## config.mk

```make
export PLATFORM = sky130hd
export DESIGN_NAME = pcs_encoder
export DESIGN_NICKNAME = d
export VERILOG_FILES = /design/src/verilog/pcs_geom_pkg.sv /design/src/verilog/pcs_code_pkg.sv /design/src/verilog/enc_lane_code.sv /design/src/verilog/enc_decode.sv /design/src/verilog/enc_execute.sv /design/src/verilog/pcs_encoder.sv
export SDC_FILE = /design/constraint.sdc
export NUM_CORES = 1
export LEC_CHECK = 0
export BUFFER_PORTS_ARGS = -buffer_cell sky130_fd_sc_hd__buf_2
export CAP_MARGIN = 25
export CORE_MARGIN = 5
export CORE_UTILIZATION = 40
export DETAILED_ROUTE_END_ITERATION = 7
export RECOVER_POWER = 50
export SLEW_MARGIN = 20
export SYNTH_ARGS = -nofsm -noshare
export SYNTH_HDL_FRONTEND = slang
export SYNTH_SLANG_ARGS = --single-unit
```

## constraint.sdc

```tcl
create_clock -name CLK_IN -period 17.3 [get_ports CLK_IN]
set_input_delay 3.46 -clock CLK_IN [delete_from_list [all_inputs] [get_ports CLK_IN]]
set_output_delay 3.46 -clock CLK_IN [all_outputs]
set_load 0.02 [all_outputs]
```

## src/verilog/pcs_geom_pkg.sv

```systemverilog
// Word geometry of the two-lane 8b/10b transmit encoder
// Lane count, byte and symbol widths, and the vector types built on them
// Lane 1 sits in the upper bits of each word and is sent first

package pcs_geom_pkg;

  ////////////////////////////////////////
  // Sizes
  ////////////////////////////////////////

  // Byte lanes per word
  localparam int NUM_LANES = 2;

  // Unencoded byte and encoded symbol
  localparam int BYTE_W = 8;
  localparam int SYM_W  = 10;

  ////////////////////////////////////////
  // Vector types
  ////////////////////////////////////////

  // One byte before encoding, HGF EDCBA
  typedef logic [BYTE_W-1:0] byte_t;

  // One symbol, abcdei fghj with a in bit 9 and j in bit 0
  typedef logic [SYM_W-1:0] sym10_t;

  // Input word, lane i in bits i*8 +: 8
  typedef logic [NUM_LANES*BYTE_W-1:0] data_word_t;

  // Output word, lane i in bits i*10 +: 10
  typedef logic [NUM_LANES*SYM_W-1:0] enc_word_t;

  // One flag per lane
  typedef logic [NUM_LANES-1:0] lane_bits_t;

endpackage

```

## src/verilog/pcs_code_pkg.sv

```systemverilog
// 8b/10b code definitions shared by the decode and encode stages
// Running disparity type and the control codes that may be sent
// A control byte is valid when it is K28.y or Kx.7 with x in K_LOW5_OK

package pcs_code_pkg;

  ////////////////////////////////////////
  // Running disparity
  ////////////////////////////////////////

  // RD_NEG is the state after reset
  typedef enum logic
  {
    RD_NEG = 1'b0,
    RD_POS = 1'b1
  } rd_e;

  ////////////////////////////////////////
  // Control codes
  ////////////////////////////////////////

  // Low five bits of the K28 family
  // All eight values of the high three bits are allowed here
  localparam logic [4:0] K28_X = 5'd28;

  // High three bits needed by the other control codes
  localparam logic [2:0] K_D7_SET = 3'd7;

  // Low five bits allowed together with K_D7_SET
  // K23.7, K27.7, K29.7 and K30.7
  localparam int K_LOW5_NUM = 4;

  localparam logic [4:0] K_LOW5_OK [K_LOW5_NUM] = '{
    5'd23,
    5'd27,
    5'd29,
    5'd30
  };

  // These controls always take the alternate fghj form
  // The 6b part comes from the data table

endpackage

```

## src/verilog/enc_lane_code.sv

```systemverilog
// 8b/10b encoder for one byte, purely combinational
// 5b/6b and 3b/4b tables after IEEE 802.3 clause 36
// rd_in is the disparity before the symbol, rd_out the one after it
`timescale 1ns/1ps

module enc_lane_code (
  input  pcs_geom_pkg::byte_t  din,
  input  logic                 kin,
  input  pcs_code_pkg::rd_e    rd_in,
  output pcs_geom_pkg::sym10_t sym,
  output pcs_code_pkg::rd_e    rd_out
);

  import pcs_geom_pkg::*;
  import pcs_code_pkg::*;

  logic [4:0] x;
  logic [2:0] y;
  logic       k28;
  logic [5:0] raw6;
  logic [5:0] code6;
  logic [3:0] raw4;
  logic [3:0] code4;
  logic       use_a7;
  rd_e        rd_mid;

  assign x   = din[4:0];
  assign y   = din[7:5];
  assign k28 = kin && (x == K28_X);

  ////////////////////////////////////////
  // 5b/6b sub-block
  ////////////////////////////////////////

  // Table holds the RD- form, abcdei
  always_comb
  begin
    case (x)
      5'd0:    raw6 = 6'b100111;
      5'd1:    raw6 = 6'b011101;
      5'd2:    raw6 = 6'b101101;
      5'd3:    raw6 = 6'b110001;
      5'd4:    raw6 = 6'b110101;
      5'd5:    raw6 = 6'b101001;
      5'd6:    raw6 = 6'b011001;
      5'd7:    raw6 = 6'b111000;
      5'd8:    raw6 = 6'b111001;
      5'd9:    raw6 = 6'b100101;
      5'd10:   raw6 = 6'b010101;
      5'd11:   raw6 = 6'b110100;
      5'd12:   raw6 = 6'b001101;
      5'd13:   raw6 = 6'b101100;
      5'd14:   raw6 = 6'b011100;
      5'd15:   raw6 = 6'b010111;
      5'd16:   raw6 = 6'b011011;
      5'd17:   raw6 = 6'b100011;
      5'd18:   raw6 = 6'b010011;
      5'd19:   raw6 = 6'b110010;
      5'd20:   raw6 = 6'b001011;
      5'd21:   raw6 = 6'b101010;
      5'd22:   raw6 = 6'b011010;
      5'd23:   raw6 = 6'b111010;
      5'd24:   raw6 = 6'b110011;
      5'd25:   raw6 = 6'b100110;
      5'd26:   raw6 = 6'b010110;
      5'd27:   raw6 = 6'b110110;
      5'd28:   raw6 = k28 ? 6'b001111 : 6'b001110;
      5'd29:   raw6 = 6'b101110;
      5'd30:   raw6 = 6'b011110;
      default: raw6 = 6'b101011;
    endcase

    // Unbalanced codes and D.7 invert at positive disparity
    if (rd_in == RD_POS && ($countones(raw6) != 3 || x == 5'd7))
    begin
      code6 = ~raw6;
    end
    else
    begin
      code6 = raw6;
    end
  end

  // Disparity between the two sub-blocks
  assign rd_mid = ($countones(code6) > 3) ? RD_POS :
                  ($countones(code6) < 3) ? RD_NEG : rd_in;

  ////////////////////////////////////////
  // 3b/4b sub-block
  ////////////////////////////////////////

  // Alternate .7 form avoids a run of five equal bits
  assign use_a7 = kin ||
                  (rd_mid == RD_NEG && (x == 5'd17 || x == 5'd18 || x == 5'd20)) ||
                  (rd_mid == RD_POS && (x == 5'd11 || x == 5'd13 || x == 5'd14));

  always_comb
  begin
    case (y)
      3'd0:    raw4 = 4'b1011;
      3'd1:    raw4 = 4'b1001;
      3'd2:    raw4 = 4'b0101;
      3'd3:    raw4 = 4'b1100;
      3'd4:    raw4 = 4'b1101;
      3'd5:    raw4 = 4'b1010;
      3'd6:    raw4 = 4'b0110;
      default: raw4 = use_a7 ? 4'b0111 : 4'b1110;
    endcase

    // K28 turns the neutral codes around
    if (k28 && (y == 3'd1 || y == 3'd2 || y == 3'd5 || y == 3'd6))
    begin
      raw4 = ~raw4;
    end

    if (rd_mid == RD_POS && ($countones(raw4) != 2 || y == 3'd3 || k28))
    begin
      code4 = ~raw4;
    end
    else
    begin
      code4 = raw4;
    end
  end

  assign sym    = {code6, code4};
  assign rd_out = ($countones(code4) > 2) ? RD_POS :
                  ($countones(code4) < 2) ? RD_NEG : rd_mid;

endmodule

```

## src/verilog/enc_decode.sv

```systemverilog
// Input stage of the transmit encoder
// Registers the data word, the K flags and the disparity controls
// A K request that is not one of the twelve control codes is dropped
// and reported on lane_bad_k, the byte then goes out as data
`timescale 1ns/1ps

module enc_decode (
  input  logic                                                    CLK_IN,
  input  logic                                                    aresetn,
  input  pcs_geom_pkg::data_word_t                                data,
  input  pcs_geom_pkg::lane_bits_t                                k,
  input  pcs_geom_pkg::lane_bits_t                                force_disp,
  input  pcs_geom_pkg::lane_bits_t                                disp_sel,
  output pcs_geom_pkg::byte_t [pcs_geom_pkg::NUM_LANES-1:0]       lane_byte,
  output pcs_geom_pkg::lane_bits_t                                lane_k,
  output pcs_geom_pkg::lane_bits_t                                lane_bad_k,
  output pcs_geom_pkg::lane_bits_t                                lane_force,
  output pcs_geom_pkg::lane_bits_t                                lane_sel
);

  import pcs_geom_pkg::*;
  import pcs_code_pkg::*;

  // Lane byte may be sent as a control code
  lane_bits_t k_ok;

  function automatic logic k_code_ok(input byte_t b);
    logic ok;
    ok = (b[4:0] == K28_X);
    for (int j = 0; j < K_LOW5_NUM; j++)
    begin
      if (b[7:5] == K_D7_SET && b[4:0] == K_LOW5_OK[j])
      begin
        ok = 1'b1;
      end
    end
    return ok;
  endfunction

  always_comb
  begin
    for (int i = 0; i < NUM_LANES; i++)
    begin
      k_ok[i] = k_code_ok(data[i*BYTE_W +: BYTE_W]);
    end
  end

  ////////////////////////////////////////
  // Input register
  ////////////////////////////////////////

  always_ff @(posedge CLK_IN or negedge aresetn)
  begin
    if (!aresetn)
    begin
      lane_byte  <= '0;
      lane_k     <= '0;
      lane_bad_k <= '0;
      lane_force <= '0;
      lane_sel   <= '0;
    end
    else
    begin
      for (int i = 0; i < NUM_LANES; i++)
      begin
        lane_byte[i] <= data[i*BYTE_W +: BYTE_W];
      end
      lane_k     <= k & k_ok;
      lane_bad_k <= k & ~k_ok;
      lane_force <= force_disp;
      lane_sel   <= disp_sel;
    end
  end

endmodule

```

## src/verilog/enc_execute.sv

```systemverilog
// Encode stage of the transmit encoder
// Chains the running disparity from lane 1 down to lane 0 in one cycle
// A forced lane restarts the chain from its select bit
// Holds the running disparity and the output registers
`timescale 1ns/1ps

module enc_execute (
  input  logic                                                    CLK_IN,
  input  logic                                                    aresetn,
  input  pcs_geom_pkg::byte_t [pcs_geom_pkg::NUM_LANES-1:0]       lane_byte,
  input  pcs_geom_pkg::lane_bits_t                                lane_k,
  input  pcs_geom_pkg::lane_bits_t                                lane_bad_k,
  input  pcs_geom_pkg::lane_bits_t                                lane_force,
  input  pcs_geom_pkg::lane_bits_t                                lane_sel,
  output pcs_geom_pkg::enc_word_t                                 enc_out,
  output pcs_geom_pkg::lane_bits_t                                invalid_k
);

  import pcs_geom_pkg::*;
  import pcs_code_pkg::*;

  // Running disparity carried between words
  rd_e    rd_q;
  rd_e    lane_rd_in  [NUM_LANES];
  rd_e    lane_rd_out [NUM_LANES];
  sym10_t lane_sym    [NUM_LANES];

  ////////////////////////////////////////
  // Lane encoders and disparity chain
  ////////////////////////////////////////

  for (genvar i = 0; i < NUM_LANES; i++)
  begin : g_lane
    rd_e chain_rd;

    // Top lane is sent first and continues the previous word
    if (i == NUM_LANES - 1)
    begin : g_first
      assign chain_rd = rd_q;
    end
    else
    begin : g_next
      assign chain_rd = lane_rd_out[i+1];
    end

    assign lane_rd_in[i] = lane_force[i] ? rd_e'(lane_sel[i]) : chain_rd;

    enc_lane_code u_code (
      .din    (lane_byte[i]),
      .kin    (lane_k[i]),
      .rd_in  (lane_rd_in[i]),
      .sym    (lane_sym[i]),
      .rd_out (lane_rd_out[i])
    );
  end

  ////////////////////////////////////////
  // Output and disparity registers
  ////////////////////////////////////////

  always_ff @(posedge CLK_IN or negedge aresetn)
  begin
    if (!aresetn)
    begin
      rd_q      <= RD_NEG;
      enc_out   <= '0;
      invalid_k <= '0;
    end
    else
    begin
      rd_q <= lane_rd_out[0];
      for (int i = 0; i < NUM_LANES; i++)
      begin
        enc_out[i*SYM_W +: SYM_W] <= lane_sym[i];
      end
      invalid_k <= lane_bad_k;
    end
  end

  // Each symbol sent after reset is within two of balance
  for (genvar i = 0; i < NUM_LANES; i++)
  begin : g_chk
    a_sym_weight: assert property (@(posedge CLK_IN) disable iff (!aresetn)
      $past(aresetn) |-> ($countones(enc_out[i*SYM_W +: SYM_W]) >= 4 &&
                          $countones(enc_out[i*SYM_W +: SYM_W]) <= 6));
  end

endmodule

```

## src/verilog/pcs_encoder.sv

```systemverilog
// Two-lane 8b/10b transmit encoder, top level
// One 16-bit word with per-byte K flags goes in every clock
// The 20-bit encoded word comes out two clocks later
`timescale 1ns/1ps

module pcs_encoder (
  input  logic                     CLK_IN,
  input  logic                     aresetn,
  input  pcs_geom_pkg::data_word_t data,
  input  pcs_geom_pkg::lane_bits_t k,
  input  pcs_geom_pkg::lane_bits_t force_disp,
  input  pcs_geom_pkg::lane_bits_t disp_sel,
  output pcs_geom_pkg::enc_word_t  enc_out,
  output pcs_geom_pkg::lane_bits_t invalid_k
);

  import pcs_geom_pkg::*;

  // Decode to execute
  byte_t [NUM_LANES-1:0] lane_byte;
  lane_bits_t            lane_k;
  lane_bits_t            lane_bad_k;
  lane_bits_t            lane_force;
  lane_bits_t            lane_sel;

  enc_decode u_decode (
    .CLK_IN     (CLK_IN),
    .aresetn    (aresetn),
    .data       (data),
    .k          (k),
    .force_disp (force_disp),
    .disp_sel   (disp_sel),
    .lane_byte  (lane_byte),
    .lane_k     (lane_k),
    .lane_bad_k (lane_bad_k),
    .lane_force (lane_force),
    .lane_sel   (lane_sel)
  );

  enc_execute u_execute (
    .CLK_IN     (CLK_IN),
    .aresetn    (aresetn),
    .lane_byte  (lane_byte),
    .lane_k     (lane_k),
    .lane_bad_k (lane_bad_k),
    .lane_force (lane_force),
    .lane_sel   (lane_sel),
    .enc_out    (enc_out),
    .invalid_k  (invalid_k)
  );

endmodule

```

# == Word-level counts from Yosys, hierarchy flattened ==
# Cells that the tools add are included.
# totals
memories,0
mem_bits_ro,0
latch_bits,0
reg_bits,47
ramBits,0
inputBits,24
# classes
shifts,0
reduce_logical,48
mul,0
add_sub_neg,32
magnitude_cmp,8
mux,32
eq_ne,88
bitwise,11
div,0
# op_table
op,n
$pmux 6 s31,2
$eq 5x5->1 const B,40
$gt 32x3->1 const B,4
$eq 5x4->1 const B,16
$pmux 4 s7,2
$add 1x1->2,20
$eq 5x3->1 const B,8
$add 2x2->3,8
$eq 3x3->1 const B,8
$logic_or 1x1->1,24
$mux 4,6
$eq 5x2->1 const B,4
$logic_and 1x1->1,20
$mux 1,20
$add 3x2->4,4
$not 4->4,4
$eq 3x2->1 const B,4
$mux 6,2
$not 6->6,2
$eq 5x1->1 const B,2
$logic_not 5->1,2
$lt 4x2->1 const B,2
$ne 4x2->1 const B,2
$eq 3x1->1 const B,2
other kinds (6),11

# == Logic depth before layout (Yosys ltp) ==
# logic_depth
word_depth,66
mapped_depth,73
mapped_depth_nobuf,69

# == Hierarchy ==
# Synthesis repeated with hierarchy kept, for this count alone.
# unflattened
cells_unflattened,354
area_unflattened_um2,3377.0
# modules_own_cells
mod,area_each_um2,cells_per_inst,instances,seq_area_each_um2
enc_lane_code,1022.2,143,2,0.0
enc_decode,726.9,43,1,600.6
enc_execute,605.6,25,1,575.6

# == Worst setup path before layout ==
# OpenSTA, ideal clock, no wires.
# synth_path
kind,reg-to-reg
start,reg u_decode.lane_byte[11] in the netlist's numbering
end,"reg u_execute.rd_q, in the netlist u_execute.g_lane[1].chain_rd"
setup_slack_ps,2581
synth_period_minus_slack_ps,14719
t_arrival_ps,14584
setup_time_ps,135
n_path_buf,3
required_ps,17165
path_stages_with_launch,70
path_cell_list,dfrtp_1 > clkbuf_1 > maj3_1 > a22oi_1 > nor2_1 > a31oi_1 > inv_1 > fa_1 > inv_1 > fa_1 > ha_1 > inv_1 > fa_1 > nor2_1 > a21oi_2 > xnor2_1 > ha_1 > fa_1 > (+34 left out) > nand2_1 > a41oi_4 > mux2_4 > and2_4 > buf_6 > xnor2_1 > fa_1 > ha_1 > ha_1 > o211ai_1 > nor2_1 > nor2_1 > xor2_1 > ha_1 > ha_1 > ha_1 > nor2_1 > a31oi_1
# synth_between
elab_chain_len,66
elab_cells_between_ends,120
classes_between,add/sub: 27; order compare: 8; eq/ne: 33; mux: 21; bitwise: 7; reduce/logical: 24
# synth_rtl
element,line_no,text
start: declaration,enc_decode.sv:14,"output pcs_geom_pkg::byte_t [pcs_geom_pkg::NUM_LANES-1:0] lane_byte,"
start signal: indexed assignment,enc_decode.sv:66,lane_byte[i] <= data[i*BYTE_W +: BYTE_W];
$eq 5x5->1,"enc_lane_code.sv:29, enc_lane_code.sv:38",
$logic_and 1x1->1,enc_lane_code.sv:29,assign k28 = kin && (x == K28_X);
$mux 1,enc_lane_code.sv:67,5'd28: raw6 = k28 ? 6'b001111 : 6'b001110;
$pmux 6 s31,enc_lane_code.sv:38,case (x)
$add 1x1->2 (not written as such),enc_lane_code.sv:74,if (rd_in == RD_POS && ($countones(raw6) != 3 || x == 5'd7))
$add 2x2->3 (not written as such),enc_lane_code.sv:74,
$add 3x2->4 (not written as such),enc_lane_code.sv:74,
$ne 4x2->1,enc_lane_code.sv:74,
(+3 left out),-,
net u_execute.g_lane[1].u_code.code6[3],enc_lane_code.sv:21,logic [5:0] code6;
(+21 left out),-,
net u_execute.g_lane[1].u_code.code4[3],enc_lane_code.sv:23,logic [3:0] code4;
(+8 left out),-,
net u_execute.g_lane[0].u_code.code6[3],enc_lane_code.sv:21,
(+19 left out),-,
$logic_and 1x1->1,enc_lane_code.sv:116,if (rd_mid == RD_POS && ($countones(raw4) != 2 || y == 3'd3 || k28))
$mux 4 (*),enc_lane_code.sv:116,
net u_execute.g_lane[0].u_code.code4[3],enc_lane_code.sv:23,
$add 1x1->2 (not written as such) (*),"enc_lane_code.sv:127, enc_lane_code.sv:128",
$add 2x2->3 (not written as such) (*),"enc_lane_code.sv:127, enc_lane_code.sv:128",
branches (longest 2 deep; another with $gt 32x3->1),-,
$mux 1 (*),enc_lane_code.sv:127,assign rd_out = ($countones(code4) > 2) ? RD_POS :
net u_execute.g_lane[0].u_code.rd_out,enc_lane_code.sv:11,output pcs_code_pkg::rd_e rd_out
end signal: assignment,enc_execute.sv:71,rd_q <= lane_rd_out[0];
end: declaration,enc_execute.sv:23,rd_e rd_q;
# Mark *: on every way through the listed nets, which the timed path passes.

# == Worst setup path after layout ==
# Ends and elaborated chain as after synthesis.

==> results.md <==
- Remaining Overflow, GRT: 0
- Initial antenna violation count: 0
- Crit path kind: reg -> reg
- Die ar.: 0.0102 mm2
- Critical Path AT: 16.12 ns
- Finished Layout Cells: 476
- Yosys top cell area share: a little over a third
- Post-route DRC: 0
- CTS clk-pin slew, worst paths: 0.09 ns
- Detailed placer's ending HPWL: 4890 um
- Hold Vio Cnt, Final: 0
- Seq/Total Area, Yosys: 35.4%
- Core box area: 0.00818 mm2
- Final setup fails: 0
- Pleak: 1.61 nW
- Area leader, netlist: dfrtp_1
- Yosys reg bits: 47
- Vias in the first global route: between 2000 and 2500
- Clk root buf: clkbuf_8
- Cell Area, Synth: 0.00332 mm2
- Final Wtd Congestion: 0.798
- Fin Setup TNS: 0 ns
- Post-CTS Setup Bufs: 0
- Failing checks: capacitance limit, slew limit
- Synth cell types: 65
- Total power: 0.793 mW
- Worst-Margin Slew: 2.44 ns
- FP Rows: 33
- CTS tree: built
- Max-slew violation count: 48
- Critical Path RT: 17.52 ns
- Synth warn: 0
- Worst Setup SP: u_decode.lane_byte[11]
- Setup slack at placement: 1.35 ns
- PD cells: between 200 and 250 mW/mm2
- Final instance area: about 0.0037 mm2
- Initial Util: 40.6%
- Largest net degree at the start of global routing: 48
- Post-CTS resize count: 0
- Via count: 2511
- Syn Inst Count: 338
- Unrepaired setup endpoints after global routing: false
- Post-synth top flop: dfrtp_1
- Area grow syn2layout: 10.7%
- Routed len/inst: about 13 um
- First-pass GRT wire length: 11000 um
- Post-route clock period utilization: 91.9%
- Peak supply drop: 0.000106 V
- Longest Clk Path Bufs: 2
- Worst path most repeated cell: ha_1
- ANT nets after route: 0
- Initial DRC Count: 69
- Global Route Usage Sum: about an eighth
- Share of layout cells above drive strength 1: 15.6%
- Final Util: 45.0%
- Vias per std cell: 5.28
- Post-route setup slack: between 1 and 1.5 ns
- Worst setup SP type: flop
- Most frequent cells in the layout: 47 x dfrtp_1, 32 x buf_2, 28 x nor2_1
- TritonRoute pass-1 iters: 4
- Port Buf Inserts: 45
- Worst Hold Class: reg -> reg
- Post-layout minimum cycle time: about 16 ns
- Commonest non-fill, non-tap cell in the layout: dfrtp_1
- CP top delay family: adder cells
- CP Max Fanout: 18
- Sink Count: 47
- Element type at the critical path end: flop
- Die Y: 101 um
- Antenna diodes: 0
- Skew-Pair Late Insertion Delay: 0.30 ns
- Num CTS Buffers: 5
- Number of flops mapped to enable cells by yosys: 0
- Syn Area/Cell: 9.83 um2
- Synthesized Nets: 396
- Slowest CP cell: dfrtp_1
- Largest cells by area after synthesis: dfrtp_1 35%, ha_1 8.3%, fa_1 7.2%
- Cts-stage hold buffer count: 0
- Placed instance count: 468
- Total wire length: ~6300 um
- Status: finished, violations left
- CTS H-tree depth: 2
- Ports: 46
- Clock skew: 0.00714 ns
- Reg2reg start: u_decode.lane_byte[11]
- Critical Path Max Stage Delay: 0.58 ns
- HP Start: u_decode.lane_bad_k[0]
- Rel. slew slack: -62.4%
- Cell Area, Placed: 0.00360 mm2
- Fmax: about 0.063 GHz
- Worst Path Buf+Inv: 8
- Ys async rst share: 100%
- Nets: 428
- Hold Slack: around 0.36 ns
- Width of the die: 101 um
- Max-cap violations: 1
[final timing paths]
path                            depth (start not counted)                            to  slack [ns]
worst max-delay path                                   66  u_execute.g_lane[1].chain_rd        1.40
worst min-delay path                                    0        u_execute.invalid_k[0]        0.36
worst max register to register                         66  u_execute.g_lane[1].chain_rd        1.40
worst min register to register                          0        u_execute.invalid_k[0]        0.36
max in group asynchronous                               1        u_decode.lane_force[0]       12.02
min in group asynchronous                               1         u_execute.enc_out[14]        3.90
[routing by layer]
metal	routed length (um)	up-vias	track usage, %	part of all wire, %
li1	-	1255	-	-
met1	2830	1203	16.8	45
met2	3150	46	22.8	50
met3	266	7	2.69	4.2
met4	68	0	3.37	1.1
met5	0	-	0	0
[synth_stat cells (4+ instances only)]
master     n
fa_1      12
and2_1     6
or3_1      5
mux2i_1    4
a31oi_1    8
and3_1     4
nand2b_1   4
o21ai_0   11
clkbuf_1  15
o211ai_1   4
a21oi_1   23
ha_1      22
inv_1     19
buf_2      6
xor2_1    15
nand3_1    6
xnor2_1   12
nand2_1   24
nor2_1    28
dfrtp_1   47
[where the power goes]
group          leakage, nW  internal [mW]  switching (mW)
logic                 1.01          0.240           0.324
clock network       0.0474         0.0327          0.0377
registers            0.551          0.146          0.0130
[flip-flops by register name, indices dropped and copies added, names as in the netlist]
name                       flops
u_decode.lane_sel              2
u_execute.enc_out             20
u_execute.g_lane.chain_rd      1
u_decode.lane_force            2
u_decode.lane_k                2
u_decode.lane_bad_k            2
u_execute.invalid_k            2
u_decode.lane_byte            16
[logic make-up after synthesis]
logic type,after synthesis,synth area share (%)
XOR/XNOR,28,7.79
buffers and inverters,41,5.08
AND/OR/NAND/NOR,95,15.1
multiplexers,7,2.67
flip-flops,47,35.4
AO/OA/AOI/OAI,83,17.5
adder cells (fa/ha/maj),37,16.4
[final cells by class]
class,count,area [um2]
inverters,19,71.3
clock inverters,2,16.3
well taps,105,131
repair buffers,47,224
fillers,795,4500
flip-flops and latches,47,1180
clock buffers,6,82.6
multi-input cells,250,1980
(Power assumes the default switching activity.)
